===== src/source/isa_pkg.sv =====
`default_nettype none

package isa_pkg;

	// basic data and index types.
	typedef logic [31:0] word_t;
	typedef logic [4:0]  reg_idx_t;

	// instruction field positions.
	localparam int OPC_MSB   = 31;
	localparam int OPC_LSB   = 26;
	localparam int RS_MSB    = 25;
	localparam int RS_LSB    = 21;
	localparam int RT_MSB    = 20;
	localparam int RT_LSB    = 16;
	localparam int RD_MSB    = 15;
	localparam int RD_LSB    = 11;
	localparam int IMM_MSB   = 15;
	localparam int IMM_LSB   = 0;
	localparam int FUNCT_MSB = 3;
	localparam int FUNCT_LSB = 0;

	// shifts use only the low bits of operand b.
	localparam int SHAMT_W = 5;

	// major opcodes in bits 31..26.
	typedef enum logic [5:0] {
		OP_RTYPE = 6'b000000,
		OP_ADDI  = 6'b001000,
		OP_ANDI  = 6'b001100,
		OP_ORI   = 6'b001101,
		OP_XORI  = 6'b001110,
		OP_ST    = 6'b010000,
		OP_LD    = 6'b010001,
		OP_LDB   = 6'b110000,
		OP_STB   = 6'b111000
	} opcode_e;

	// r-type function field in bits 3..0.
	typedef enum logic [3:0] {
		F_ADD = 4'h0,
		F_SUB = 4'h1,
		F_AND = 4'h2,
		F_OR  = 4'h3,
		F_XOR = 4'h4,
		F_SLT = 4'h5,
		F_SLL = 4'h6,
		F_SRL = 4'h7
	} funct_e;

endpackage

`default_nettype wire


===== src/source/ctrl_pkg.sv =====
`default_nettype none

package ctrl_pkg;

	// operations the alu understands.
	typedef enum logic [3:0] {
		ALU_ADD,
		ALU_SUB,
		ALU_AND,
		ALU_OR,
		ALU_XOR,
		ALU_SLT,
		ALU_SLL,
		ALU_SRL
	} alu_op_e;

	// source of the writeback word.
	typedef enum logic [1:0] {
		WB_ALU  = 2'd0,
		WB_MEM  = 2'd1,
		WB_NONE = 2'd2
	} wb_sel_e;

	// everything decode tells the rest of the slice.
	typedef struct packed {
		alu_op_e           alu_op;
		logic              alusrc;
		isa_pkg::word_t    imm;
		logic [3:0]        mem_write;
		logic              mem_read;
		logic              mem_byte;
		wb_sel_e           wb_sel;
		isa_pkg::reg_idx_t wb_reg;
		logic              wb_en;
		logic              illegal;
	} dec_ctrl_t;

	typedef struct packed {
		logic           psel;
		logic           penable;
		logic           pwrite;
		logic [3:0]     paddr;
		isa_pkg::word_t pwdata;
	} apb_req_t;

	typedef struct packed {
		isa_pkg::word_t prdata;
		logic           pready;
		logic           pslverr;
	} apb_rsp_t;

	typedef enum logic [2:0] {
		IDLE,
		DECODE,
		EXECUTE,
		MEMORY,
		WRITEBACK,
		DONE
	} seq_state_e;

	// apb register map.
	localparam logic [3:0] REG_INSTR = 4'h0;
	localparam logic [3:0] REG_SEL   = 4'h4;
	localparam logic [3:0] REG_DATA  = 4'h8;
	localparam logic [3:0] REG_CTRL  = 4'hC;

	// bits of REG_CTRL.
	localparam int CTRL_SAVE_BIT    = 0;
	localparam int CTRL_RESTORE_BIT = 1;

endpackage

`default_nettype wire


===== src/source/alu.sv =====
`timescale 1ns/1ps
`default_nettype none

module alu (
	input  isa_pkg::word_t    a,
	input  isa_pkg::word_t    b,
	input  ctrl_pkg::alu_op_e op,
	output isa_pkg::word_t    y
);

	import isa_pkg::*;
	import ctrl_pkg::*;

	logic [SHAMT_W-1:0] shamt;

	assign shamt = b[SHAMT_W-1:0];

	always_comb begin
		case (op)
			ALU_ADD: y = a + b;
			ALU_SUB: y = a - b;
			ALU_AND: y = a & b;
			ALU_OR:  y = a | b;
			ALU_XOR: y = a ^ b;
			// signed compare giving 0 or 1.
			ALU_SLT: y = ($signed(a) < $signed(b)) ? 32'd1 : 32'd0;
			ALU_SLL: y = a << shamt;
			ALU_SRL: y = a >> shamt;
			default: y = '0;
		endcase
	end

endmodule

`default_nettype wire


===== config.mk =====
export PLATFORM = sky130hd
export DESIGN_NAME = alu
export DESIGN_NICKNAME = d
export VERILOG_FILES = /design/src/source/isa_pkg.sv /design/src/source/ctrl_pkg.sv /design/src/source/alu.sv
export SDC_FILE = /design/constraint.sdc
export NUM_CORES = 1
export LEC_CHECK = 0
export ABC_AREA = 1
export BUFFER_PORTS_ARGS = -buffer_cell sky130_fd_sc_hd__buf_4
export CAP_MARGIN = 20
export CORE_MARGIN = 2
export CORE_UTILIZATION = 50
export DETAILED_ROUTE_END_ITERATION = 16
export PLACE_DENSITY = 0.66
export SLEW_MARGIN = 20
export SYNTH_ARGS = -nofsm -noshare
export SYNTH_HDL_FRONTEND = slang
export SYNTH_SLANG_ARGS = --single-unit

===== constraint.sdc =====
create_clock -name vclk -period 7.6
set_input_delay 1.52 -clock vclk [all_inputs]
set_output_delay 1.52 -clock vclk [all_outputs]
set_load 0.01 [all_outputs]

==> metrics.yaml, run 1 <==
sta:
  final.setup.tns_ns: 0
  finalSetupViolations: 0
  hold_viol_final: 0
  tightest_slew_ns: 0.8792
  drv_slew: 0
  worst_slack_ns: 1.611
  max_slew_margin_pct: 41.39
  rsz0062_at_grt: "no"
  fin_crit_sh_pct: 78.80
  hold_slack_ns: 3.595
  max_freq_mhz: 167.0
  post-route-min-period_ns: 5.989
clock_tree:
  postCtsSetupRepairBufs: 0
  cts_hold_buf: 0
  cts.repair.resized: 0
floorplan:
  coreArea_um2: 19330
  die_w_um: 143.9
  rows: 51
  fp.dieH_um: 143.9
  io_pins: 100
  initial_core_util_pct: 50.61
  dieArea_um2: 20710
setup_path:
  arrival_ns: 4.47
  critPathKind: "in -> out"
  critPathMaxFanout: 53
  end_kind: "output port"
  critPathLaunchType: "primary input"
  cp.required_ns: 6.08
detailed_routing:
  drtIter0Drc: 1745
  dr.pass1.iters: 8
  vias: 13430
  routedWlPerCell_um: 19.19
  vias_per_cell: 5.905
  drc: 0
  totalWireLength_um: 43650
  detail-route-antenna-nets: 0
yosys:
  synth_area_um2: 9786
  synthSimpleGateAreaFrac_pct: 56.86
  synth_compound_area_share_pct: 11.72
  yosysSeqAreaShare_pct: 0
  muxShareOfSynthArea_pct: 0.2046
  syn_inst: 1993
  synthAdderAreaFrac_pct: 13.83
  synth.distinct_cells: 47
  synth_xor_area_share_pct: 0
  yosysWarnings: 0
  post_synth.cell_area_avg_um2: 4.910
  synth_top_family_by_area: "simple AND/OR/NAND/NOR gates"
  syn_nets: 2168
global_route:
  gr-usage-all-layers_pct: 41.37
  grt_max_degree: 84
  grt_antenna_before_repair: 1
  grt_pass1_vias: 11700
  grt_overflow: 0
  grt_pass1_wl_um: 65500
placement:
  placed_area_um2: 10380
  port_buffers: 100
  dp_hpwl_um: 36020
  gp_congestion: 1.025
  pre_cts_ws_ns: 1.859
final_layout:
  clkbuf_count: 0
  final_layout_size_suffix_gt1_share_pct: 7.271
  final_area_um2: 10390
  nFlopsAndLatches: 0
  seqCellArea_um2: 0
  layout.nets: 2185
  area_growth_pct: 6.137
hold_path:
  hold_class: "in -> out"
job:
  cap_violations: 0
status:
  run_status: "finished, final reports clean"
[metal layers]
metal | GRT usage [%] | routed length (um) | vias up | part of all wire, %
li1 | - | - | 6436 | -
met1 | 56.54 | 17820 | 6142 | 41
met2 | 66.94 | 19590 | 742 | 45
met3 | 5.865 | 4618 | 107 | 11
met4 | 12.95 | 1609 | 2 | 3.7
met5 | 0 | 11 | - | 0.025
[worst paths after layout]
| check | start | endpoint | slack, ns | cells after the start |
|---|---|---|---|---|
| setup / recovery | b[3] | y[5] | 1.61 | 11 |
| hold / removal | op[1] | y[0] | 3.59 | 5 |
[critical path: stages]
cell	delay (ns)
buf_4	0.46
inv_2	0.41
ha_1	0.50
nand2_1	0.11
nor2_1	0.11
nand2_1	0.07
nand3_1	0.18
nor2_1	0.07
o31ai_1	0.63
nand3b_1	0.23
buf_4	0.14
[cell type report]
cell class                 instances  area, um^2
multi-input combinational       1590        8085
fill                            2280        8949
tap                              265       331.6
timing repair buffer             104       780.7
inverter                         314        1186
antenna                            1       2.502
[cell usage after synthesis (3+ instances only)]
| library cell | number | area [um^2] |
|---|---|---|
| and2_1 | 12 | 75.07 |
| clkbuf_1 | 11 | 41.29 |
| nor3_1 | 21 | 105.1 |
| inv_2 | 8 | 30.03 |
| buf_2 | 52 | 260.3 |
| ha_1 | 105 | 1314 |
| nor2_2 | 5 | 31.28 |
| o21ai_0 | 42 | 210.2 |
| or2_2 | 3 | 18.77 |
| o22ai_1 | 28 | 175.2 |
| nand2_1 | 624 | 2342 |
| buf_4 | 10 | 75.07 |
| o211ai_2 | 3 | 37.54 |
| buf_6 | 10 | 112.6 |
| a31oi_1 | 6 | 37.54 |
| inv_1 | 304 | 1141 |
| nand4_1 | 29 | 181.4 |
| buf_1 | 4 | 15.01 |
| o21ai_1 | 5 | 25.02 |
| and3_1 | 6 | 37.54 |
| o21bai_1 | 6 | 45.04 |
| a21oi_1 | 67 | 335.3 |
| nand3_1 | 383 | 1917 |
| nor2_1 | 182 | 683.2 |
| o211ai_1 | 20 | 150.1 |
| o21a_1 | 5 | 37.54 |
| nor4_1 | 3 | 18.77 |
| nand2_2 | 11 | 68.82 |
[cells by family (layout without fill, tap and decap cells)]
logic type      after synthesis  count (layout)
compound gates              193             193
fa+ha+maj                   107             107
other cells                   0               1
mux                           2               2
buf+inv                     403             418
simple gates               1288            1288
[per-stage QoR]
step | cells | utilization, %
5_1_grt | 2273 | 53.70
2_1_floorplan | 1993 | -
6_report | 2274 | 53.72
4_1_cts | 2273 | 53.70
3_5_place_dp | 2273 | 53.70
3_3_place_gp | 2273 | 53.70
[layout by cell type (no fill, tap or decap), types with 12 or more instances in the layout]
master | synthesis | routed
a21oi_1 | 67 | 67
nand4_1 | 29 | 29
o21ai_0 | 42 | 42
o22ai_1 | 28 | 28
nand3_1 | 383 | 383
nor3_1 | 21 | 21
nand2_1 | 624 | 624
and2_1 | 12 | 12
ha_1 | 105 | 105
o211ai_1 | 20 | 20
inv_1 | 304 | 304
buf_4 | 10 | 104
nor2_1 | 182 | 182
==> run 2: changes to the inputs <==
clock period = 5.63 ns   (was 7.6 ns; I/O delays follow)
==> metrics.yaml, run 2 (synthesis gave the netlist of run 1 again) <==
status:
  run_status: "finished, final reports clean"
floorplan:
  dieArea_um2: 20710  # unchanged
  rows: 51  # unchanged
  die_w_um: 143.9  # unchanged
  initial_core_util_pct: 50.61  # unchanged
  coreArea_um2: 19330  # unchanged
  fp.dieH_um: 143.9  # unchanged
  io_pins: 100  # unchanged
final_layout:
  seqCellArea_um2: 0  # unchanged
  final_cell_mix: "624 x nand2_1, 383 x nand3_1, 304 x inv_1"
  nFillCells: 2209  # -3.1%
  final_area_um2: 10460  # +0.75%
  area_growth_pct: 6.930
  layout.nets: 2194  # +0.41%
  clkbuf_count: 0  # unchanged
  nFlopsAndLatches: 0  # unchanged
  fin_cells: 2282  # +0.35%
  layout_commonest_cell: "nand2_1"
  final_layout_size_suffix_gt1_share_pct: 7.685  # +0.41 points
  multiInputGateArea_um2: 8085  # unchanged
  antenna_cells: 0  # -1
placement:
  placed_area_um2: 10460  # +0.77%
  place_inst: 2282  # +0.40%
  port_buffers: 100  # unchanged
  dp_hpwl_um: 36600  # +1.6%
  gp_congestion: 1.038  # +1.3%
global_route:
  grt_pass1_wl_um: 66250  # +1.1%
  grt_max_degree: 83  # -1.2%
  grt_pass1_vias: 11730  # +0.32%
  grt_overflow: 0  # unchanged
  grt_antenna_before_repair: 0  # -1
  gr-usage-all-layers_pct: 41.73  # +0.36 points
sta:
  rsz0062_at_grt: "no"
  hold_viol_final: 0  # unchanged
  max_slew_margin_pct: 41.65  # +0.26 points
  finalSetupViolations: 0  # unchanged
  tightest_slew_ns: 0.8752  # -0.003924 ns
  final.setup.tns_ns: 0  # unchanged
  post-route-min-period_ns: 4.800
  drv_slew: 0  # unchanged
  fin_crit_sh_pct: 85.26
  max_freq_mhz: 208.3
  hold_slack_ns: 2.798  # -0.7969 ns
pwr:
  ir_worst_vdd_mv: 0.05067
  power_density_nw_per_um2: 95.20
  power_leakage_nw: 6.131
detailed_routing:
  drc: 0  # unchanged
  routedWlPerCell_um: 19.44  # +1.3%
  vias_per_cell: 5.910  # about the same
  dr.pass1.iters: 9  # +1
  vias: 13490  # +0.43%
  totalWireLength_um: 44360  # +1.6%
  detail-route-antenna-nets: 0  # unchanged
  drtIter0Drc: 1763  # +1.0%
setup_path:
  cp.required_ns: 4.50  # -1.58 ns
  end_kind: "output port"
  critPathMaxFanout: 53  # unchanged
  arrival_ns: 3.67  # -0.80 ns
  critPathLaunchType: "primary input"
  critPathKind: "in -> out"
clock_tree:
  cts_hold_buf: 0  # unchanged
  cts.repair.resized: 0  # unchanged
  postCtsSetupRepairBufs: 0  # unchanged
hold_path:
  hold_class: "in -> out"
job:
  cap_violations: 0  # unchanged
run 2: cell types whose count changed in the layout (fill, tap and decap cells not counted):
cell / delta
diode_2: -1
buf_12: +1
buf_4: +8
run 2: per-stage QoR:
stage | setup slack [ns] | total power [mW] | utilization, %
after floorplan | 1.555 | 0.6428 | -
after global placement | 1.071 | 0.9497 | 54.12
after global routing | 0.7357 | 1.085 | 54.12
after detailed placement | 1.031 | 0.9573 | 54.12
after CTS | 1.028 | 0.9610 | 54.12
final | 0.8298 | 0.9962 | 54.12
run 2: report_power, final:
| part | internal, mW | total [mW] | switching (mW) |
|---|---|---|---|
| Combinational | 0.307 | 0.996 | 0.689 |
| Clock | 0 | 0 | 0 |
| Sequential | 0 | 0 | 0 |
| Total | 0.307 | 0.996 | 0.689 |
run 2: worst max-delay path, stage by stage:
cell,delay (ns)
buf_4,0.48
inv_2,0.08
buf_4,0.28
ha_1,0.27
nand2_1,0.08
nand2_1,0.09
inv_1,0.07
nand3_1,0.18
nand2_1,0.11
nand2_1,0.10
o21ai_0,0.16
a21oi_1,0.06
nor2_1,0.31
nand2_1,0.11
buf_4,0.16
run 2: final cells by class:
class | count | share of cell area, %
Inverter | 314 | 11.34
Timing Repair Buffer | 113 | 8.227
Tap cell | 265 | 3.169
Multi-Input combinational cell | 1590 | 77.27
run 2: per-layer routing:
layer  global-route usage [%]  up-vias  wire, um
met5                        0        -         0
met4                    14.76        0      1982
met3                    6.465      133      5020
met2                    67.87      792     19660
met1                    55.78     6111     17690
li1                         -     6451         -
run 2: worst paths after layout:
| path | start | end | slack, ns | depth (start not counted) |
|---|---|---|---|---|
| max | b[3] | y[9] | 0.83 | 15 |
| min | op[1] | y[0] | 2.80 | 5 |
Note: power is estimated with default switching activity, not from simulation.
