--- src/source/isa_pkg.sv ---
`default_nettype none

package isa_pkg;

	// basic data and index types.
	typedef logic [31:0] word_t;
	typedef logic [4:0]  reg_idx_t;

	// instruction field positions.
	localparam int OPC_MSB   = 31;
	localparam int OPC_LSB   = 26;
	localparam int RS_MSB    = 25;
	localparam int RS_LSB    = 21;
	localparam int RT_MSB    = 20;
	localparam int RT_LSB    = 16;
	localparam int RD_MSB    = 15;
	localparam int RD_LSB    = 11;
	localparam int IMM_MSB   = 15;
	localparam int IMM_LSB   = 0;
	localparam int FUNCT_MSB = 3;
	localparam int FUNCT_LSB = 0;

	// shifts use only the low bits of operand b.
	localparam int SHAMT_W = 5;

	// major opcodes in bits 31..26.
	typedef enum logic [5:0] {
		OP_RTYPE = 6'b000000,
		OP_ADDI  = 6'b001000,
		OP_ANDI  = 6'b001100,
		OP_ORI   = 6'b001101,
		OP_XORI  = 6'b001110,
		OP_ST    = 6'b010000,
		OP_LD    = 6'b010001,
		OP_LDB   = 6'b110000,
		OP_STB   = 6'b111000
	} opcode_e;

	// r-type function field in bits 3..0.
	typedef enum logic [3:0] {
		F_ADD = 4'h0,
		F_SUB = 4'h1,
		F_AND = 4'h2,
		F_OR  = 4'h3,
		F_XOR = 4'h4,
		F_SLT = 4'h5,
		F_SLL = 4'h6,
		F_SRL = 4'h7
	} funct_e;

endpackage

`default_nettype wire

--- src/source/ctrl_pkg.sv ---
`default_nettype none

package ctrl_pkg;

	// operations the alu understands.
	typedef enum logic [3:0] {
		ALU_ADD,
		ALU_SUB,
		ALU_AND,
		ALU_OR,
		ALU_XOR,
		ALU_SLT,
		ALU_SLL,
		ALU_SRL
	} alu_op_e;

	// source of the writeback word.
	typedef enum logic [1:0] {
		WB_ALU  = 2'd0,
		WB_MEM  = 2'd1,
		WB_NONE = 2'd2
	} wb_sel_e;

	// everything decode tells the rest of the slice.
	typedef struct packed {
		alu_op_e           alu_op;
		logic              alusrc;
		isa_pkg::word_t    imm;
		logic [3:0]        mem_write;
		logic              mem_read;
		logic              mem_byte;
		wb_sel_e           wb_sel;
		isa_pkg::reg_idx_t wb_reg;
		logic              wb_en;
		logic              illegal;
	} dec_ctrl_t;

	typedef struct packed {
		logic           psel;
		logic           penable;
		logic           pwrite;
		logic [3:0]     paddr;
		isa_pkg::word_t pwdata;
	} apb_req_t;

	typedef struct packed {
		isa_pkg::word_t prdata;
		logic           pready;
		logic           pslverr;
	} apb_rsp_t;

	typedef enum logic [2:0] {
		IDLE,
		DECODE,
		EXECUTE,
		MEMORY,
		WRITEBACK,
		DONE
	} seq_state_e;

	// apb register map.
	localparam logic [3:0] REG_INSTR = 4'h0;
	localparam logic [3:0] REG_SEL   = 4'h4;
	localparam logic [3:0] REG_DATA  = 4'h8;
	localparam logic [3:0] REG_CTRL  = 4'hC;

	// bits of REG_CTRL.
	localparam int CTRL_SAVE_BIT    = 0;
	localparam int CTRL_RESTORE_BIT = 1;

endpackage

`default_nettype wire

--- src/source/exec_sequencer.sv ---
`timescale 1ns/1ps
`default_nettype none

module exec_sequencer #(
	parameter int MEM_WORDS = 64
) (
	input  logic                clk,
	input  logic                rst,
	input  ctrl_pkg::apb_req_t  apb_req,
	output ctrl_pkg::apb_rsp_t  apb_rsp,
	input  ctrl_pkg::dec_ctrl_t ctrl,
	input  isa_pkg::word_t      rd1,
	input  isa_pkg::word_t      rd2,
	input  isa_pkg::word_t      rd3,
	input  isa_pkg::word_t      alu_y,
	input  isa_pkg::word_t      mem_rdata,
	output isa_pkg::word_t      instr,
	output isa_pkg::reg_idx_t   rd_sel,
	output isa_pkg::word_t      alu_a,
	output isa_pkg::word_t      alu_b,
	output logic                wr_en,
	output isa_pkg::reg_idx_t   wr_sel,
	output isa_pkg::word_t      wr_data,
	output logic                save,
	output logic                restore,
	output isa_pkg::word_t      mem_addr,
	output isa_pkg::word_t      mem_wdata,
	output logic [3:0]          mem_write
);

	import isa_pkg::*;
	import ctrl_pkg::*;

	seq_state_e state;
	reg_idx_t   sel_q;
	word_t      opa_q;
	word_t      opb_q;
	word_t      alu_q;
	word_t      mem_q;
	word_t      prdata;
	logic       setup;
	logic       access;
	logic       instr_wr;
	logic       start;
	logic       reg_xfer;
	logic       ctrl_wr;
	logic       mem_op;
	logic       addr_ok;
	logic       bad;

	assign setup    = apb_req.psel && !apb_req.penable;
	assign access   = apb_req.psel && apb_req.penable;
	assign instr_wr = apb_req.pwrite && apb_req.paddr == REG_INSTR;
	assign start    = setup && instr_wr && (state == IDLE || state == DONE);

	// every other register completes in its first access cycle.
	assign reg_xfer = access && !instr_wr && state == IDLE;
	assign ctrl_wr  = reg_xfer && apb_req.pwrite && apb_req.paddr == REG_CTRL;

	// range check on the latched byte address.
	assign mem_op  = ctrl.mem_read || |ctrl.mem_write;
	assign addr_ok = alu_q[31:2] < 30'(MEM_WORDS);
	assign bad     = ctrl.illegal || (mem_op && !addr_ok);

	// a setup can already sit on the bus in DONE.
	always_ff @(posedge clk) begin
		if (rst) begin
			state <= IDLE;
		end else begin
			case (state)
				IDLE, DONE: state <= start ? DECODE : IDLE;
				DECODE:     state <= EXECUTE;
				EXECUTE:    state <= MEMORY;
				MEMORY:     state <= WRITEBACK;
				WRITEBACK:  state <= DONE;
				default:    state <= IDLE;
			endcase
		end
	end

	always_ff @(posedge clk) begin
		if (rst) begin
			sel_q <= '0;
		end else if (reg_xfer && apb_req.pwrite && apb_req.paddr == REG_SEL) begin
			sel_q <= apb_req.pwdata[$bits(reg_idx_t)-1:0];
		end
	end

	// instruction and per-step results.
	always_ff @(posedge clk) begin
		if (start) begin
			instr <= apb_req.pwdata;
		end
		if (state == DECODE) begin
			opa_q <= rd1;
			opb_q <= ctrl.alusrc ? ctrl.imm : rd2;
		end
		if (state == EXECUTE) begin
			alu_q <= alu_y;
		end
		if (state == MEMORY) begin
			mem_q <= mem_rdata;
		end
	end

	assign alu_a = opa_q;
	assign alu_b = opb_q;

	// the memory port writes only in MEMORY.
	assign mem_addr  = alu_q;
	assign mem_wdata = rd2;
	assign mem_write = (state == MEMORY && !bad) ? ctrl.mem_write : 4'b0000;

	// register file write port.
	assign wr_en   = state == WRITEBACK && ctrl.wb_en && !bad;
	assign wr_sel  = ctrl.wb_reg;
	assign wr_data = (ctrl.wb_sel == WB_MEM) ? mem_q : alu_q;

	// save wins if both bits are written.
	assign save    = ctrl_wr && apb_req.pwdata[CTRL_SAVE_BIT];
	assign restore = ctrl_wr && apb_req.pwdata[CTRL_RESTORE_BIT]
		&& !apb_req.pwdata[CTRL_SAVE_BIT];

	// read mux.
	assign rd_sel = sel_q;

	always_comb begin
		prdata = '0;
		if (reg_xfer && !apb_req.pwrite) begin
			case (apb_req.paddr)
				REG_INSTR: prdata = instr;
				REG_SEL:   prdata = word_t'(sel_q);
				REG_DATA:  prdata = rd3;
				default:   prdata = '0;
			endcase
		end
	end

	assign apb_rsp = '{
		prdata:  prdata,
		pready:  reg_xfer || state == WRITEBACK,
		pslverr: state == WRITEBACK && bad
	};

	// the master must still be in its access phase when we answer.
	a_pready_in_access: assert property (
		@(posedge clk) disable iff (rst) apb_rsp.pready |-> access
	);

	// an illegal instruction never reaches the register file.
	a_no_wb_illegal: assert property (
		@(posedge clk) disable iff (rst)
		wr_en |-> instr[OPC_MSB:OPC_LSB] inside {OP_RTYPE, OP_ADDI, OP_ANDI, OP_ORI,
			OP_XORI, OP_LD, OP_LDB}
			&& !(instr[OPC_MSB:OPC_LSB] == OP_RTYPE
			&& instr[FUNCT_MSB:FUNCT_LSB] > F_SRL)
	);

endmodule

`default_nettype wire

--- config.mk ---
export PLATFORM = sky130hd
export DESIGN_NAME = exec_sequencer
export DESIGN_NICKNAME = d
export VERILOG_FILES = /design/src/source/isa_pkg.sv /design/src/source/ctrl_pkg.sv /design/src/source/exec_sequencer.sv
export SDC_FILE = /design/constraint.sdc
export NUM_CORES = 1
export LEC_CHECK = 0
export ABC_AREA = 1
export BUFFER_PORTS_ARGS = -buffer_cell sky130_fd_sc_hd__buf_2
export CELL_PAD_IN_SITES_DETAIL_PLACEMENT = 0
export CELL_PAD_IN_SITES_GLOBAL_PLACEMENT = 1
export CORE_AREA = 2 2 194 196
export DETAILED_ROUTE_END_ITERATION = 12
export DIE_AREA = 0 0 196 198
export PLACE_DENSITY_LB_ADDON = 0.1
export REMOVE_ABC_BUFFERS = 1
export SLEW_MARGIN = 0
export SYNTH_ARGS = -nofsm -noshare
export SYNTH_HDL_FRONTEND = slang
export SYNTH_SLANG_ARGS = --single-unit
--- constraint.sdc ---
create_clock -name clk -period 4.4 [get_ports clk]
set_clock_uncertainty 0.2 [all_clocks]
set_input_delay 0.22 -clock clk [delete_from_list [all_inputs] [get_ports clk]]
set_output_delay 0.22 -clock clk [all_outputs]
set_load 0.01 [all_outputs]
==> results.md <==
* Worst path arrival time at 2.36 ns
* # fillers at 3856
* DR DRC count at 0
* R2R depth at 4
* Worst setup path category: reg2out
* GR Overflow Total at 0
* Area Growth Syn to Fin at 71.9%
* GRT Util Overall at 14.7%
* Fin crit share at 63.1%
* CTS root buffer: clkbuf_16
* Post-layout instance area at 12500 µm²
* Initial antenna violation count at 4
* Initial Util at 19.7%
* Core area at 37000 µm²
* Reg2reg end: alu_a[14]$_DFFE_PP_
* Crit path largest cell delay at 0.63 ns
* Buffers & Inverters on Critical Path at 4
* CP max-delay cell: nor2_4
* Synth Instances at 569
* Slew margin rel. at 29.9%
* CP cell instances: inv_2 -> nand3_1 -> nor2_2 -> inv_2 -> nor2_4 -> nand2_1 -> inv_2 -> buf_2
* Minimum clock period at 2.78 ns
* R2R setup slack at 2.19 ns
* Final setup TNS at 0 ns
* CTS Buf Count at 17
* Sequential share of the synthesized area at 68.2%
* HPWL after detailed placement at 21700 µm
* Crit path to: apb_rsp[10]
* Synth warnings at 0
* Worst Hold Depth at 4
* Clock tree buffer depth at 2
* Synth area leader: edfxtp_1
* Cell area after placement at 9980 µm²
* I/O Buffers at 480
* Hold Crit Class: in2reg
* Via/cell ratio at 3.86
* CP Data Required Time at 3.98 ns
* Final core utilization at 33.9%
* Distinct cells, synth at 22
* Critical Path Fanout Max at 32
* CP dominant cell by count: inv_2
* Leading post-synthesis cells by cell area: edfxtp_1 66%, mux2_2 9.6%, nand3_1 5.4%
* Drt first pass iters at 4
* Layout cells sized above 1 at 49.6%
* I/O pins at 496
* Fin. max-slew vios at 0
* Post-CTS sizing at 0
* Number of global-route vias before repair at 7069
* GPL Wtd Cong at 0.747
* Routed via count at 6563
* Launch point of the worst reg-to-reg path: state[2]$_SDFF_PP0_
* Core Rows at 71
* Crit path depth at 8
* Setup bufs post-CTS at 0
* Post-Syn Area at 7280 µm²
* Largest net degree at the start of global routing at 59
* Post-DRT Antenna Nets at 0
* Crit path from: state[1]$_SDFF_PP0_
* Nets at 1462
* Die Wd at 196 µm
* DR WL/cell at 16.8 µm
* Die height at 198 µm
* Final Hold Viols at 0
* Die footprint at 38800 µm²
* Slew @ Worst Pin at 1.05 ns
* Power density over cell area at 298 nW/µm²
* Family with the most delay on the worst path: simple AND/OR/NAND/NOR gates
* Synthesized area per cell at 12.8 µm²
* Worst setup EP type: output pin
* H-tree levels at 4
* CP Launch Type: flip-flop
* #FFs+latches synth at 168
* Peak VDD IR at 265 µV
* Sinks on Clock Net at 168
* Run status: complete, no violations
* Final WL at 28500 µm
* Maxcap violations at 0
* Drt initial violations at 182
* Leak Pwr at 5.71 nW
* Clock slew at reported path FFs at 0.08 ns
* Insertion delay to the later sink of the worst-skew pair at 0.44 ns
* Setup violators final at 0
* Post-synth top area share at 66.0%
* First-pass GRT wire length at 42200 µm
* Upper clock frequency limit at 0.360 GHz
* RSZ-0062 raised after global routing: no
* CTS tree: yes
-- final cells by class --
type                            instances  area [µm²]  area share, %
Inverter                               56         210           1.68
Multi-Input combinational cell        285        1750           13.9
Clock buffer                           17         425           3.40
Clock inverter                         15         179           1.43
Antenna cell                            3        7.51         0.0600
Tap cell                              474         593           4.74
Timing Repair Buffer                  681        4390           35.1
Sequential cell                       168        4960           39.7
-- how the worst min path moves through the flow --
stage	from	to	slack, ns
floorplan	rst	state[2]$_SDFF_PP0_	0.09
global placement	rd1[0]	alu_a[0]$_DFFE_PP_	0.20
detailed placement	rd1[0]	alu_a[0]$_DFFE_PP_	0.20
CTS	apb_req[36]	rd_sel[1]$_SDFFE_PP0P_	0.02
global route	apb_req[36]	rd_sel[2]$_SDFFE_PP0P_	0.06
finish	apb_req[36]	rd_sel[4]$_SDFFE_PP0P_	0.04
-- timing repair --
action,CTS,global route
endpoints found under the hold margin,167,0
hold buffers,193,0
setup endpoints to repair,0,0
-- metrics by stage --
step / instances / setup slack (ns) / total power [mW] / hold slack (ns)
finish: 1699 / 1.62 / 3.73 / 0.0382
global route: 1698 / 1.34 / 3.89 / 0.0567
CTS: 1696 / 1.47 / 3.81 / 0.0183
detailed placement: 1471 / 1.77 / 2.07 / 0.198
global placement: 1471 / 1.82 / 2.07 / 0.197
floorplan: 509 / 0.301 / 1.88 / 0.0891
-- sequential cells by signal, indices dropped and copies added, names as in the netlist --
signal    count
alu_a        32
alu_b        32
instr        32
mem_addr     32
mem_q        32
rd_sel        5
state         3
-- worst register-to-register path, stage by stage, from the launching register on --
cell     delay, ns
dfxtp_1       0.34
inv_2         0.07
nand2_1       0.13
nor2_4        0.70
buf_4         0.45
-- metal layers --
| layer | wire, µm | vias to the layer above | share of wire [%] | global-route usage (%) |
|---|---|---|---|---|
| met5 | 17 | - | 0.060 | 0 |
| met4 | 568 | 2 | 2.0 | 5.53 |
| met3 | 2590 | 28 | 9.1 | 6.18 |
| met2 | 15200 | 293 | 53 | 27.2 |
| met1 | 10100 | 3021 | 36 | 14.8 |
| li1 | - | 3219 | - | - |
-- synth_stat cells (all sizes together) --
library cell / count
a21oi: 2
buf: 59
clkbuf: 1
dfxtp: 8
edfxtp: 160
inv: 56
mux2: 64
nand2: 90
nand3: 78
nand3b: 1
nand4: 3
nor2: 44
nor3: 1
o21a: 1
o21ai: 1
-- cells in the final DEF (no fill, tap or decap) --
| cell | instances |
|---|---|
| nor2_4 | 8 |
| nor3_1 | 1 |
| edfxtp_1 | 160 |
| nor2_2 | 1 |
| nand3b_1 | 1 |
| o21a_1 | 1 |
| nand4_1 | 2 |
| buf_4 | 8 |
| nor2_1 | 35 |
| clkinvlp_4 | 2 |
| nand2_1 | 90 |
| diode_2 | 3 |
| inv_8 | 5 |
| nand4_4 | 1 |
| clkinv_8 | 5 |
| nand3_1 | 78 |
| dlygate4sd3_1 | 193 |
| a21oi_1 | 2 |
| mux2_1 | 2 |
| o21ai_0 | 1 |
| dfxtp_1 | 8 |
| buf_2 | 480 |
| inv_6 | 3 |
| clkbuf_16 | 17 |
| mux2_2 | 62 |
| inv_2 | 14 |
| inv_1 | 42 |
-- logic make-up after synthesis --
group / after synthesis / synth area share, %
multiplexers: 64 / 9.90
AND/OR/NAND/NOR: 217 / 13.3
flip-flops: 168 / 68.2
AO/OA/AOI/OAI: 4 / 0.309
buffers and inverters: 116 / 8.31
-- power by group --
part / switching, mW / internal [mW]
clock network: 0.773 / 0.770
registers: 0.00298 / 1.76
logic: 0.162 / 0.259
total: 0.938 / 2.79
No activity file was read; power rests on OpenSTA's default activity.
