`src/source/isa_pkg.sv`:
```
`default_nettype none

package isa_pkg;

	// basic data and index types.
	typedef logic [31:0] word_t;
	typedef logic [4:0]  reg_idx_t;

	// instruction field positions.
	localparam int OPC_MSB   = 31;
	localparam int OPC_LSB   = 26;
	localparam int RS_MSB    = 25;
	localparam int RS_LSB    = 21;
	localparam int RT_MSB    = 20;
	localparam int RT_LSB    = 16;
	localparam int RD_MSB    = 15;
	localparam int RD_LSB    = 11;
	localparam int IMM_MSB   = 15;
	localparam int IMM_LSB   = 0;
	localparam int FUNCT_MSB = 3;
	localparam int FUNCT_LSB = 0;

	// shifts use only the low bits of operand b.
	localparam int SHAMT_W = 5;

	// major opcodes in bits 31..26.
	typedef enum logic [5:0] {
		OP_RTYPE = 6'b000000,
		OP_ADDI  = 6'b001000,
		OP_ANDI  = 6'b001100,
		OP_ORI   = 6'b001101,
		OP_XORI  = 6'b001110,
		OP_ST    = 6'b010000,
		OP_LD    = 6'b010001,
		OP_LDB   = 6'b110000,
		OP_STB   = 6'b111000
	} opcode_e;

	// r-type function field in bits 3..0.
	typedef enum logic [3:0] {
		F_ADD = 4'h0,
		F_SUB = 4'h1,
		F_AND = 4'h2,
		F_OR  = 4'h3,
		F_XOR = 4'h4,
		F_SLT = 4'h5,
		F_SLL = 4'h6,
		F_SRL = 4'h7
	} funct_e;

endpackage

`default_nettype wire

```
`src/source/ctrl_pkg.sv`:
```
`default_nettype none

package ctrl_pkg;

	// operations the alu understands.
	typedef enum logic [3:0] {
		ALU_ADD,
		ALU_SUB,
		ALU_AND,
		ALU_OR,
		ALU_XOR,
		ALU_SLT,
		ALU_SLL,
		ALU_SRL
	} alu_op_e;

	// source of the writeback word.
	typedef enum logic [1:0] {
		WB_ALU  = 2'd0,
		WB_MEM  = 2'd1,
		WB_NONE = 2'd2
	} wb_sel_e;

	// everything decode tells the rest of the slice.
	typedef struct packed {
		alu_op_e           alu_op;
		logic              alusrc;
		isa_pkg::word_t    imm;
		logic [3:0]        mem_write;
		logic              mem_read;
		logic              mem_byte;
		wb_sel_e           wb_sel;
		isa_pkg::reg_idx_t wb_reg;
		logic              wb_en;
		logic              illegal;
	} dec_ctrl_t;

	typedef struct packed {
		logic           psel;
		logic           penable;
		logic           pwrite;
		logic [3:0]     paddr;
		isa_pkg::word_t pwdata;
	} apb_req_t;

	typedef struct packed {
		isa_pkg::word_t prdata;
		logic           pready;
		logic           pslverr;
	} apb_rsp_t;

	typedef enum logic [2:0] {
		IDLE,
		DECODE,
		EXECUTE,
		MEMORY,
		WRITEBACK,
		DONE
	} seq_state_e;

	// apb register map.
	localparam logic [3:0] REG_INSTR = 4'h0;
	localparam logic [3:0] REG_SEL   = 4'h4;
	localparam logic [3:0] REG_DATA  = 4'h8;
	localparam logic [3:0] REG_CTRL  = 4'hC;

	// bits of REG_CTRL.
	localparam int CTRL_SAVE_BIT    = 0;
	localparam int CTRL_RESTORE_BIT = 1;

endpackage

`default_nettype wire

```
`src/source/decode.sv`:
```
`timescale 1ns/1ps
`default_nettype none

module decode (
	input  isa_pkg::word_t     instr,
	output isa_pkg::reg_idx_t  rs,
	output isa_pkg::reg_idx_t  rt,
	output ctrl_pkg::dec_ctrl_t ctrl
);

	import isa_pkg::*;
	import ctrl_pkg::*;

	opcode_e          opc;
	funct_e           fn;
	logic [15:0]      imm16;
	alu_op_e          alu_op;
	logic             alusrc;
	logic             op_bad;
	word_t            imm;
	logic [3:0]       mem_write;
	logic             mem_read;
	logic             mem_byte;
	wb_sel_e          wb_sel;
	reg_idx_t         wb_reg;
	logic             wb_en;

	assign opc   = opcode_e'(instr[OPC_MSB:OPC_LSB]);
	assign fn    = funct_e'(instr[FUNCT_MSB:FUNCT_LSB]);
	assign imm16 = instr[IMM_MSB:IMM_LSB];

	// register file selects.
	assign rs = instr[RS_MSB:RS_LSB];
	assign rt = instr[RT_MSB:RT_LSB];

	// alu control.
	always_comb begin
		alu_op = ALU_ADD;
		alusrc = 1'b1;
		op_bad = 1'b0;
		case (opc)
			OP_RTYPE: begin
				alusrc = 1'b0;
				case (fn)
					F_ADD:   alu_op = ALU_ADD;
					F_SUB:   alu_op = ALU_SUB;
					F_AND:   alu_op = ALU_AND;
					F_OR:    alu_op = ALU_OR;
					F_XOR:   alu_op = ALU_XOR;
					F_SLT:   alu_op = ALU_SLT;
					F_SLL:   alu_op = ALU_SLL;
					F_SRL:   alu_op = ALU_SRL;
					default: op_bad = 1'b1;
				endcase
			end
			OP_ADDI, OP_LD, OP_ST, OP_LDB, OP_STB: alu_op = ALU_ADD;
			OP_ANDI: alu_op = ALU_AND;
			OP_ORI:  alu_op = ALU_OR;
			OP_XORI: alu_op = ALU_XOR;
			default: op_bad = 1'b1;
		endcase
	end

	// logical immediates zero-extend, the rest sign-extend.
	always_comb begin
		case (opc)
			OP_ANDI, OP_ORI, OP_XORI: imm = {16'b0, imm16};
			default:                  imm = {{16{imm16[15]}}, imm16};
		endcase
	end

	// memory control.
	always_comb begin
		mem_write = 4'b0000;
		mem_read  = 1'b0;
		mem_byte  = 1'b0;
		case (opc)
			OP_ST:  mem_write = 4'b1111;
			OP_STB: mem_write = 4'b0001;
			OP_LD:  mem_read  = 1'b1;
			OP_LDB: begin
				mem_read = 1'b1;
				mem_byte = 1'b1;
			end
			default: ;
		endcase
	end

	// writeback control.
	always_comb begin
		wb_sel = WB_NONE;
		wb_reg = '0;
		wb_en  = 1'b0;
		case (opc)
			OP_RTYPE: begin
				wb_sel = WB_ALU;
				wb_reg = instr[RD_MSB:RD_LSB];
				wb_en  = 1'b1;
			end
			OP_ADDI, OP_ANDI, OP_ORI, OP_XORI: begin
				wb_sel = WB_ALU;
				wb_reg = rt;
				wb_en  = 1'b1;
			end
			OP_LD, OP_LDB: begin
				wb_sel = WB_MEM;
				wb_reg = rt;
				wb_en  = 1'b1;
			end
			default: ;
		endcase
	end

	assign ctrl = '{
		alu_op:    alu_op,
		alusrc:    alusrc,
		imm:       imm,
		mem_write: mem_write,
		mem_read:  mem_read,
		mem_byte:  mem_byte,
		wb_sel:    wb_sel,
		wb_reg:    wb_reg,
		wb_en:     wb_en,
		illegal:   op_bad
	};

endmodule

`default_nettype wire

```
`config.mk`:
```
export PLATFORM = sky130hd
export DESIGN_NAME = decode
export DESIGN_NICKNAME = d
export VERILOG_FILES = /design/src/source/isa_pkg.sv /design/src/source/ctrl_pkg.sv /design/src/source/decode.sv
export SDC_FILE = /design/constraint.sdc
export NUM_CORES = 1
export LEC_CHECK = 0
export BUFFER_PORTS_ARGS = -buffer_cell sky130_fd_sc_hd__buf_2
export CAP_MARGIN = 0
export CORE_MARGIN = 1
export CORE_UTILIZATION = 32
export DETAILED_ROUTE_END_ITERATION = 8
export GPL_TIMING_DRIVEN = 0
export PLACE_DENSITY = 0.8
export RECOVER_POWER = 100
export SYNTH_ARGS = -nofsm -noshare
export SYNTH_HDL_FRONTEND = slang
export SYNTH_SLANG_ARGS = --single-unit
```
`constraint.sdc`:
```
create_clock -name vclk -period 1.8
set_input_delay 0.27 -clock vclk [all_inputs]
set_output_delay 0.27 -clock vclk [all_outputs]
set_load 0.01 [all_outputs]
```
==> impl_metrics.toml, run 1 <==
[power]
sw_frac_of_total_pct = 45.7
clkPwrFrac_pct = 0
power_frac_comb_pct = 100.0
p_leak_nw = 0.640
p_sw_w = 0.000113
power.density_mw_per_mm2 = 228
power_w = 0.000247
p_int_w = 0.000134
ir_drop_mv = 0.127
seq_power_share_pct = 0

[setup_path]
cp-end-kind = "output pin"
crit_type = "primary input to output pin"
arrival_ns = 1.49
worstPathRequired_ns = 1.53
slowest_stage = "o311ai_4"
cp-start-kind = "primary input"
path_cells = "buf_4, nor2_4, a32oi_2, o311ai_4, nand2b_1, buf_4, buf_2"
cp_common_cell = "buf_4"
cp_max_fo = 8
max_stage_delay_ns = 0.45

[die]
die_y_um = 47.6
core_area_mm2 = 0.00196
rows = 16
io_pins = 94
start_util_pct = 33.9
dieWidth_um = 47.6
die-area_mm2 = 0.00226

[timing]
hold_violations = 0
fin_tns_setup_ns = 0
slew_viol_final = 0
max_freq_mhz = 569
rsz0062_at_grt = "yes"
finalSetupViolations = 0
period_minus_slack_ns = 1.76
post-route-period-util_pct = 97.7

[final_layout]
register_area_um2 = 0
fin_area_mm2 = 0.00108
clock_buffers = 0
drive_gt1_share_pct = 65.7
mostFrequentLayoutCell = "buf_2"
seq_cell_count = 0
final_cell_mix = "52 x buf_2, 51 x buf_4, 28 x clkbuf_1, 6 x a22o_1, 4 x nor2_1"
finalNetCount = 203
diodes = 0
synthToLayoutAreaGrowth_pct = 63.1
instances_no_fill = 196
post-route-util_pct = 55.2

[global_route]
grt_pass1_wl_mm = 1.99
first_global_vias = 513
grt_max_degree = 17
antenna_found_initial = 0
track_usage_pct = 11.5
grt_overflow = 0

[synthesis]
yosys.cell_types.count = 26
synthesis.area_per_instance_um2 = 7.30
synth_fp_nets = 123
netlist_instances = 91
syn-cell-area_um2 = 664
yosysWarnings = 0
yosysSeqAreaShare_pct = 0

[placement]
portBuffers = 78
post_dp_cell_area_mm2 = 0.00109
gp_congestion = 0.722
numPlacedInstances = 196
hpwl_mm = 1.54

[detailed_routing]
ant_nets = 0
remaining_drc_errors = 0
wl_per_cell_um = 9.03
via_per_inst = 4.07
drt-total-wl_mm = 1.77
vias = 798
drtIter0Drc = 8
drtPass1Iterations = 4

[clock_network]
hold_buffers = 0

[run_status]
status = "complete, no violations"

[job]
cap_violations = 0

[min_path]
hold_path_class = "primary input to output pin"
-- synth_stat cells --
library cell,count,area [um2]
a21o_1,2,15.0
nor2_4,1,11.3
and4b_1,1,10.0
nor3b_1,1,7.51
nor3_1,2,10.0
nand2_1,2,7.51
a22o_1,6,52.6
and3_1,1,6.26
o31ai_2,1,12.5
inv_2,1,3.75
o311ai_4,1,26.3
nor2_2,1,6.26
a32oi_1,1,8.76
nand4_1,1,6.26
nand2b_1,2,12.5
nor2b_1,2,12.5
nand4b_1,1,8.76
a21oi_1,1,5.00
buf_4,50,375
buf_2,3,15.0
nor4_1,1,6.26
xnor2_1,2,17.5
nand3_1,1,5.00
conb_1,1,3.75
nor2_1,4,15.0
inv_1,1,3.75
-- kinds of logic (layout without fill, tap and decap cells) --
| group | Yosys count | in the layout | share of synthesized area (%) |
|---|---|---|---|
| other | 1 | 1 | 0.564 |
| buffers and inverters | 55 | 133 | 59.9 |
| AO/OA/AOI/OAI | 12 | 12 | 18.1 |
| AND/OR/NAND/NOR | 21 | 21 | 18.8 |
| XOR/XNOR | 2 | 2 | 2.64 |
-- power groups by stage --
stage / sequential (W) / clock (W) / combinational [W]
final: 0 / 0 / 0.000247
after global placement: 0 / 0 / 0.000244
after detailed placement: 0 / 0 / 0.000250
after CTS: 0 / 0 / 0.000250
after floorplan: 0 / 0 / 0.000158
after global routing: 0 / 0 / 0.000274
-- critical path, delay by kind of cell --
| kind | cells | cell delay [ns] |
|---|---|---|
| AOI/OAI and AO/OA | 2 | 0.58 |
| buffers and inverters | 3 | 0.34 |
| and+or+nand+nor | 2 | 0.30 |
-- metrics by stage --
| step | setup WS (ns) | hold slack [ns] |
|---|---|---|
| floorplan | 0.214 | 0.632 |
| finish | 0.0414 | 0.748 |
| detailed placement | 0.0123 | 0.724 |
| global route | -0.0198 | 0.751 |
| CTS | 0.0117 | 0.723 |
| global placement | 0.0353 | 0.725 |
-- area by class of cell --
class / instances / area, um2
multi-input cells: 36 / 294
well taps: 27 / 33.8
plain buffers: 53 / 390
inverters: 2 / 7.51
fillers: 222 / 878
repair buffers: 78 / 358
-- metal layers --
metal	global-route usage [%]	routed length (um)	vias up
li1	-	-	411
met1	13.6	663	340
met2	23.8	918	47
met3	0.377	188	0
met4	0	0	0
met5	0	0	-
-- path summary, 6_finish.rpt --
path / from / end / slack [ns] / cells after the start
setup / recovery: instr[28] / ctrl[1] / 0.04 / 7
hold / removal: instr[10] / ctrl[25] / 0.75 / 2
-- timing repair --
action,CTS,global route
setup endpoints to repair,0,18
resized for setup,0,6
setup buffers,0,0
(Power assumes the default switching activity.)
==> run 2: changes to the inputs <==
==> constraint.sdc (replaced) <==
create_clock -name vclk -period 1.9
set_input_delay 0.285 -clock vclk [all_inputs]
set_output_delay 0.285 -clock vclk [all_outputs]
set_load 0.01 [all_outputs]
==> run 2 against run 1 <==
Sequential cell count is the same; critical endpoint unchanged; first-iteration DRC count grew 110%; design area shrank 3.3%; count of clock-buffer cells in the layout is the same; hold slack gained 0.029 ns; highest routed layer unchanged; sequential share of layout area is the same; non-clock buffer count is the same; final cell count is the same; critical path type unchanged; core utilization shrank 1.8 points; wire length grew 4.2%; worst setup slack gained 0.026 ns; largest power group unchanged; combinational power shrank 8.1%.
==> impl_metrics.toml, run 2 (synthesis gave the netlist of run 1 again) <==
[run_status]
status = "complete, no violations"

[die]
rows = 16
core_area_mm2 = 0.00196
die_y_um = 47.6
io_pins = 94
dieWidth_um = 47.6
die-area_mm2 = 0.00226
start_util_pct = 33.9

[setup_path]
cp_max_fo = 8
path_cells = "buf_2, nor2_2, a32oi_1, o311ai_4, nand2b_1, buf_4, clkbuf_2"
cpLargestDelayFamily = "compound AO/OA/AOI/OAI gates"
slowest_stage = "o311ai_4"
cp-start-kind = "primary input"
arrival_ns = 1.55
cp-end-kind = "output pin"
crit_type = "primary input to output pin"
worstPathRequired_ns = 1.62
max_stage_delay_ns = 0.42
path_buf_inv = 3

[global_route]
grt_pass1_wl_mm = 2.05
antenna_found_initial = 0
grt_max_degree = 17
first_global_vias = 515
grt_overflow = 0
track_usage_pct = 11.7

[timing]
slew_viol_final = 0
finalSetupViolations = 0
rsz0062_at_grt = "no"
post-route-period-util_pct = 96.4
hold_violations = 0
fin_tns_setup_ns = 0
max_freq_mhz = 546
period_minus_slack_ns = 1.83

[clock_network]
hold_buffers = 0
cts_setup_buffers = 0
post_cts_resized = 1

[detailed_routing]
vias = 805
drtIter0Drc = 17
wl_per_cell_um = 9.41
ant_nets = 0
remaining_drc_errors = 0
drtPass1Iterations = 4
via_per_inst = 4.11
drt-total-wl_mm = 1.85

[min_path]
hold_path_class = "primary input to output pin"

[final_layout]
register_area_um2 = 0
fin_area_mm2 = 0.00105
final_cell_mix = "41 x buf_2, 37 x clkbuf_1, 35 x buf_4, 14 x clkbuf_4, 6 x a22o_1"
seq_cell_count = 0
clock_buffers = 0
mostFrequentLayoutCell = "buf_2"
nFillCells = 213
post-route-util_pct = 53.4
finalNetCount = 203
drive_gt1_share_pct = 58.6
multi_input_area_um2 = 274
synthToLayoutAreaGrowth_pct = 57.6
diodes = 0

[placement]
hpwl_mm = 1.55
gp_congestion = 0.714
portBuffers = 78
post_dp_cell_area_mm2 = 0.00109

[power]
power_w = 0.000227
power.density_mw_per_mm2 = 217
p_leak_nw = 0.588
ir_drop_mv = 0.0969

[job]
cap_violations = 0
[run 2: cell count changes in the layout (fill, tap and decap cells not counted), sizes merged]
| cell | before | now |
|---|---|---|
| buf | 103 | 76 |
| clkbuf | 28 | 55 |
[run 2: layout make-up]
| type | instances | area share, % |
|---|---|---|
| Tap cell | 27 | 3.23 |
| Inverter | 2 | 0.717 |
| Multi-Input combinational cell | 36 | 26.2 |
| Timing Repair Buffer | 78 | 32.9 |
| Buffer | 53 | 37.0 |
[run 2: worst paths after layout]
| path | start | to | slack [ns] | cells past startpoint |
|---|---|---|---|---|
| min | instr[10] | ctrl[25] | 0.78 | 2 |
| max | instr[29] | ctrl[1] | 0.07 | 7 |
[run 2: stage by stage]
stage	setup WS (ns)	hold WS [ns]	cells
floorplan	0.0170	0.662	91
CTS	0.0702	0.754	196
detailed placement	-0.213	0.754	196
finish	0.0677	0.777	196
global route	0.00964	0.784	196
global placement	-0.0961	0.754	196
[run 2: report_power, final]
group | switching, W | total (W) | internal [W] | leakage, nW
clock network | 0 | 0 | 0 | 0
registers | 0 | 0 | 0 | 0
logic | 0.000106 | 0.000227 | 0.000121 | 0.588
[run 2: layer usage]
layer,vias up,GRT usage (%),wire (um)
li1,411,-,-
met1,340,14.7,751
met2,54,22.5,933
met3,0,0,160
met4,0,2.22,0
met5,-,0,0
==> run 3: changes to the inputs <==
--- a/config.mk
+++ b/config.mk
@@ -7,7 +7,7 @@
 export LEC_CHECK = 0
 export BUFFER_PORTS_ARGS = -buffer_cell sky130_fd_sc_hd__buf_2
 export CAP_MARGIN = 0
-export CORE_MARGIN = 1
+export CORE_MARGIN = 2
 export CORE_UTILIZATION = 32
 export DETAILED_ROUTE_END_ITERATION = 8
 export GPL_TIMING_DRIVEN = 0
==> run 3 against run 2 <==
Wire length is 4.8% higher; die area is 8.6% higher; count of clock-buffer cells in the layout stayed put; fmax hardly changed; critical path depth is 1 higher; sequential cell count stayed put; core utilization is 2.0 points higher; total power is 3.7% higher; largest cell class unchanged.
==> impl_metrics.toml, run 3 (synthesis gave the netlist of run 1 again) <==
[run_status]
status = "complete, no violations"

[placement]
portBuffers = 78
numPlacedInstances = 196
gp_congestion = 0.699
post_dp_cell_area_mm2 = 0.00109
place_ws_ns = -0.249
hpwl_mm = 1.66

[timing]
hold_slack_ns = 0.778
max_freq_mhz = 546
post-route-period-util_pct = 96.4
slew_viol_final = 0
period_minus_slack_ns = 1.83
setup_ws_ns = 0.0684
finalSetupViolations = 0
hold_violations = 0

[setup_path]
path_buf_inv = 4
cp-end-kind = "output pin"
cp_common_cell = "buf_2"
worstPathRequired_ns = 1.62
slowest_stage = "a32oi_2"
crit_type = "primary input to output pin"
cp-start-kind = "primary input"
cp_max_fo = 8
max_stage_delay_ns = 0.24
path_cells = "buf_2, nand2b_1, a32oi_2, o311ai_4, buf_6, o31ai_4, buf_4, buf_2"
cpLargestDelayFamily = "compound AO/OA/AOI/OAI gates"
arrival_ns = 1.55

[global_route]
grt_pass1_wl_mm = 2.92
track_usage_pct = 14.0
grt_max_degree = 17
antenna_found_initial = 0
first_global_vias = 702
grt_overflow = 0

[detailed_routing]
wl_met3_um = 230
ant_nets = 0
remaining_drc_errors = 0
via_per_inst = 4.17
vias = 822
top_layer = "met4"
drtPass1Iterations = 4
drt-met1-wl_um = 691
wl_met2_um = 996
drt-total-wl_mm = 1.93
wl_per_cell_um = 9.81
drtIter0Drc = 8

[final_layout]
fin_area_mm2 = 0.00109
nFillCells = 207
diodes = 0
clock_buffers = 0
mostFrequentLayoutCell = "buf_2"
post-route-util_pct = 55.4
synthToLayoutAreaGrowth_pct = 63.5
final_cell_mix = "44 x buf_2, 34 x buf_4, 34 x clkbuf_1, 16 x clkbuf_4, 6 x a22o_1"
instances_no_fill = 197
register_area_um2 = 0
drive_gt1_share_pct = 61.8
seq_cell_count = 0
multi_input_area_um2 = 295
finalNetCount = 204

[power]
ir_drop_mv = 0.102
seq_power_share_pct = 0
p_sw_w = 0.000109
sw_frac_of_total_pct = 46.3
p_leak_nw = 0.613
clkPwrFrac_pct = 0
power_frac_comb_pct = 100.0
power.density_mw_per_mm2 = 217
p_int_w = 0.000126

[job]
cap_violations = 0

[die]
start_util_pct = 33.9
io_pins = 94
rows = 16
dieWidth_um = 49.6
die-area_mm2 = 0.00246
core_area_mm2 = 0.00196
die_y_um = 49.6

[min_path]
hold_path_class = "primary input to output pin"

[clock_network]
hold_buffers = 0
[run 3: what timing repair did]
item                                    CTS  global route
pin swaps                                 0             2
gates resized for setup                   1             6
setup buffers                             0             1
endpoints found under the setup margin   16            20
[run 3: final cells by class]
class,count,share of cell area (%)
multi-input combinational,36,27.2
buffer,53,35.9
timing repair buffer,79,33.1
tap,27,3.11
inverter,2,0.691
[run 3: worst paths after layout]
kind                   from  endpoint  cells past startpoint
setup / recovery  instr[28]   ctrl[0]                      8
hold / removal     instr[8]  ctrl[23]                      2
[run 3: power groups by stage]
stage | Sequential, W | Combinational (W) | Clock (W)
after floorplan | 0 | 0.000149 | 0
after global placement | 0 | 0.000232 | 0
after detailed placement | 0 | 0.000238 | 0
after CTS | 0 | 0.000238 | 0
after global routing | 0 | 0.000255 | 0
final | 0 | 0.000235 | 0
[run 3: layer usage]
metal | global-route usage [%] | up-vias
li1 | - | 413
met1 | 14.1 | 354
met4 | 2.78 | 0
met5 | 0 | -
met2 | 28.9 | 53
met3 | 2.73 | 2
[run 3: metrics by stage]
step / power (W) / TNS (ns)
after floorplan: 0.000149 / 0
after global placement: 0.000232 / -1.53
after detailed placement: 0.000238 / -3.78
after CTS: 0.000238 / 0
after global routing: 0.000255 / -0.00506
final: 0.000235 / 0
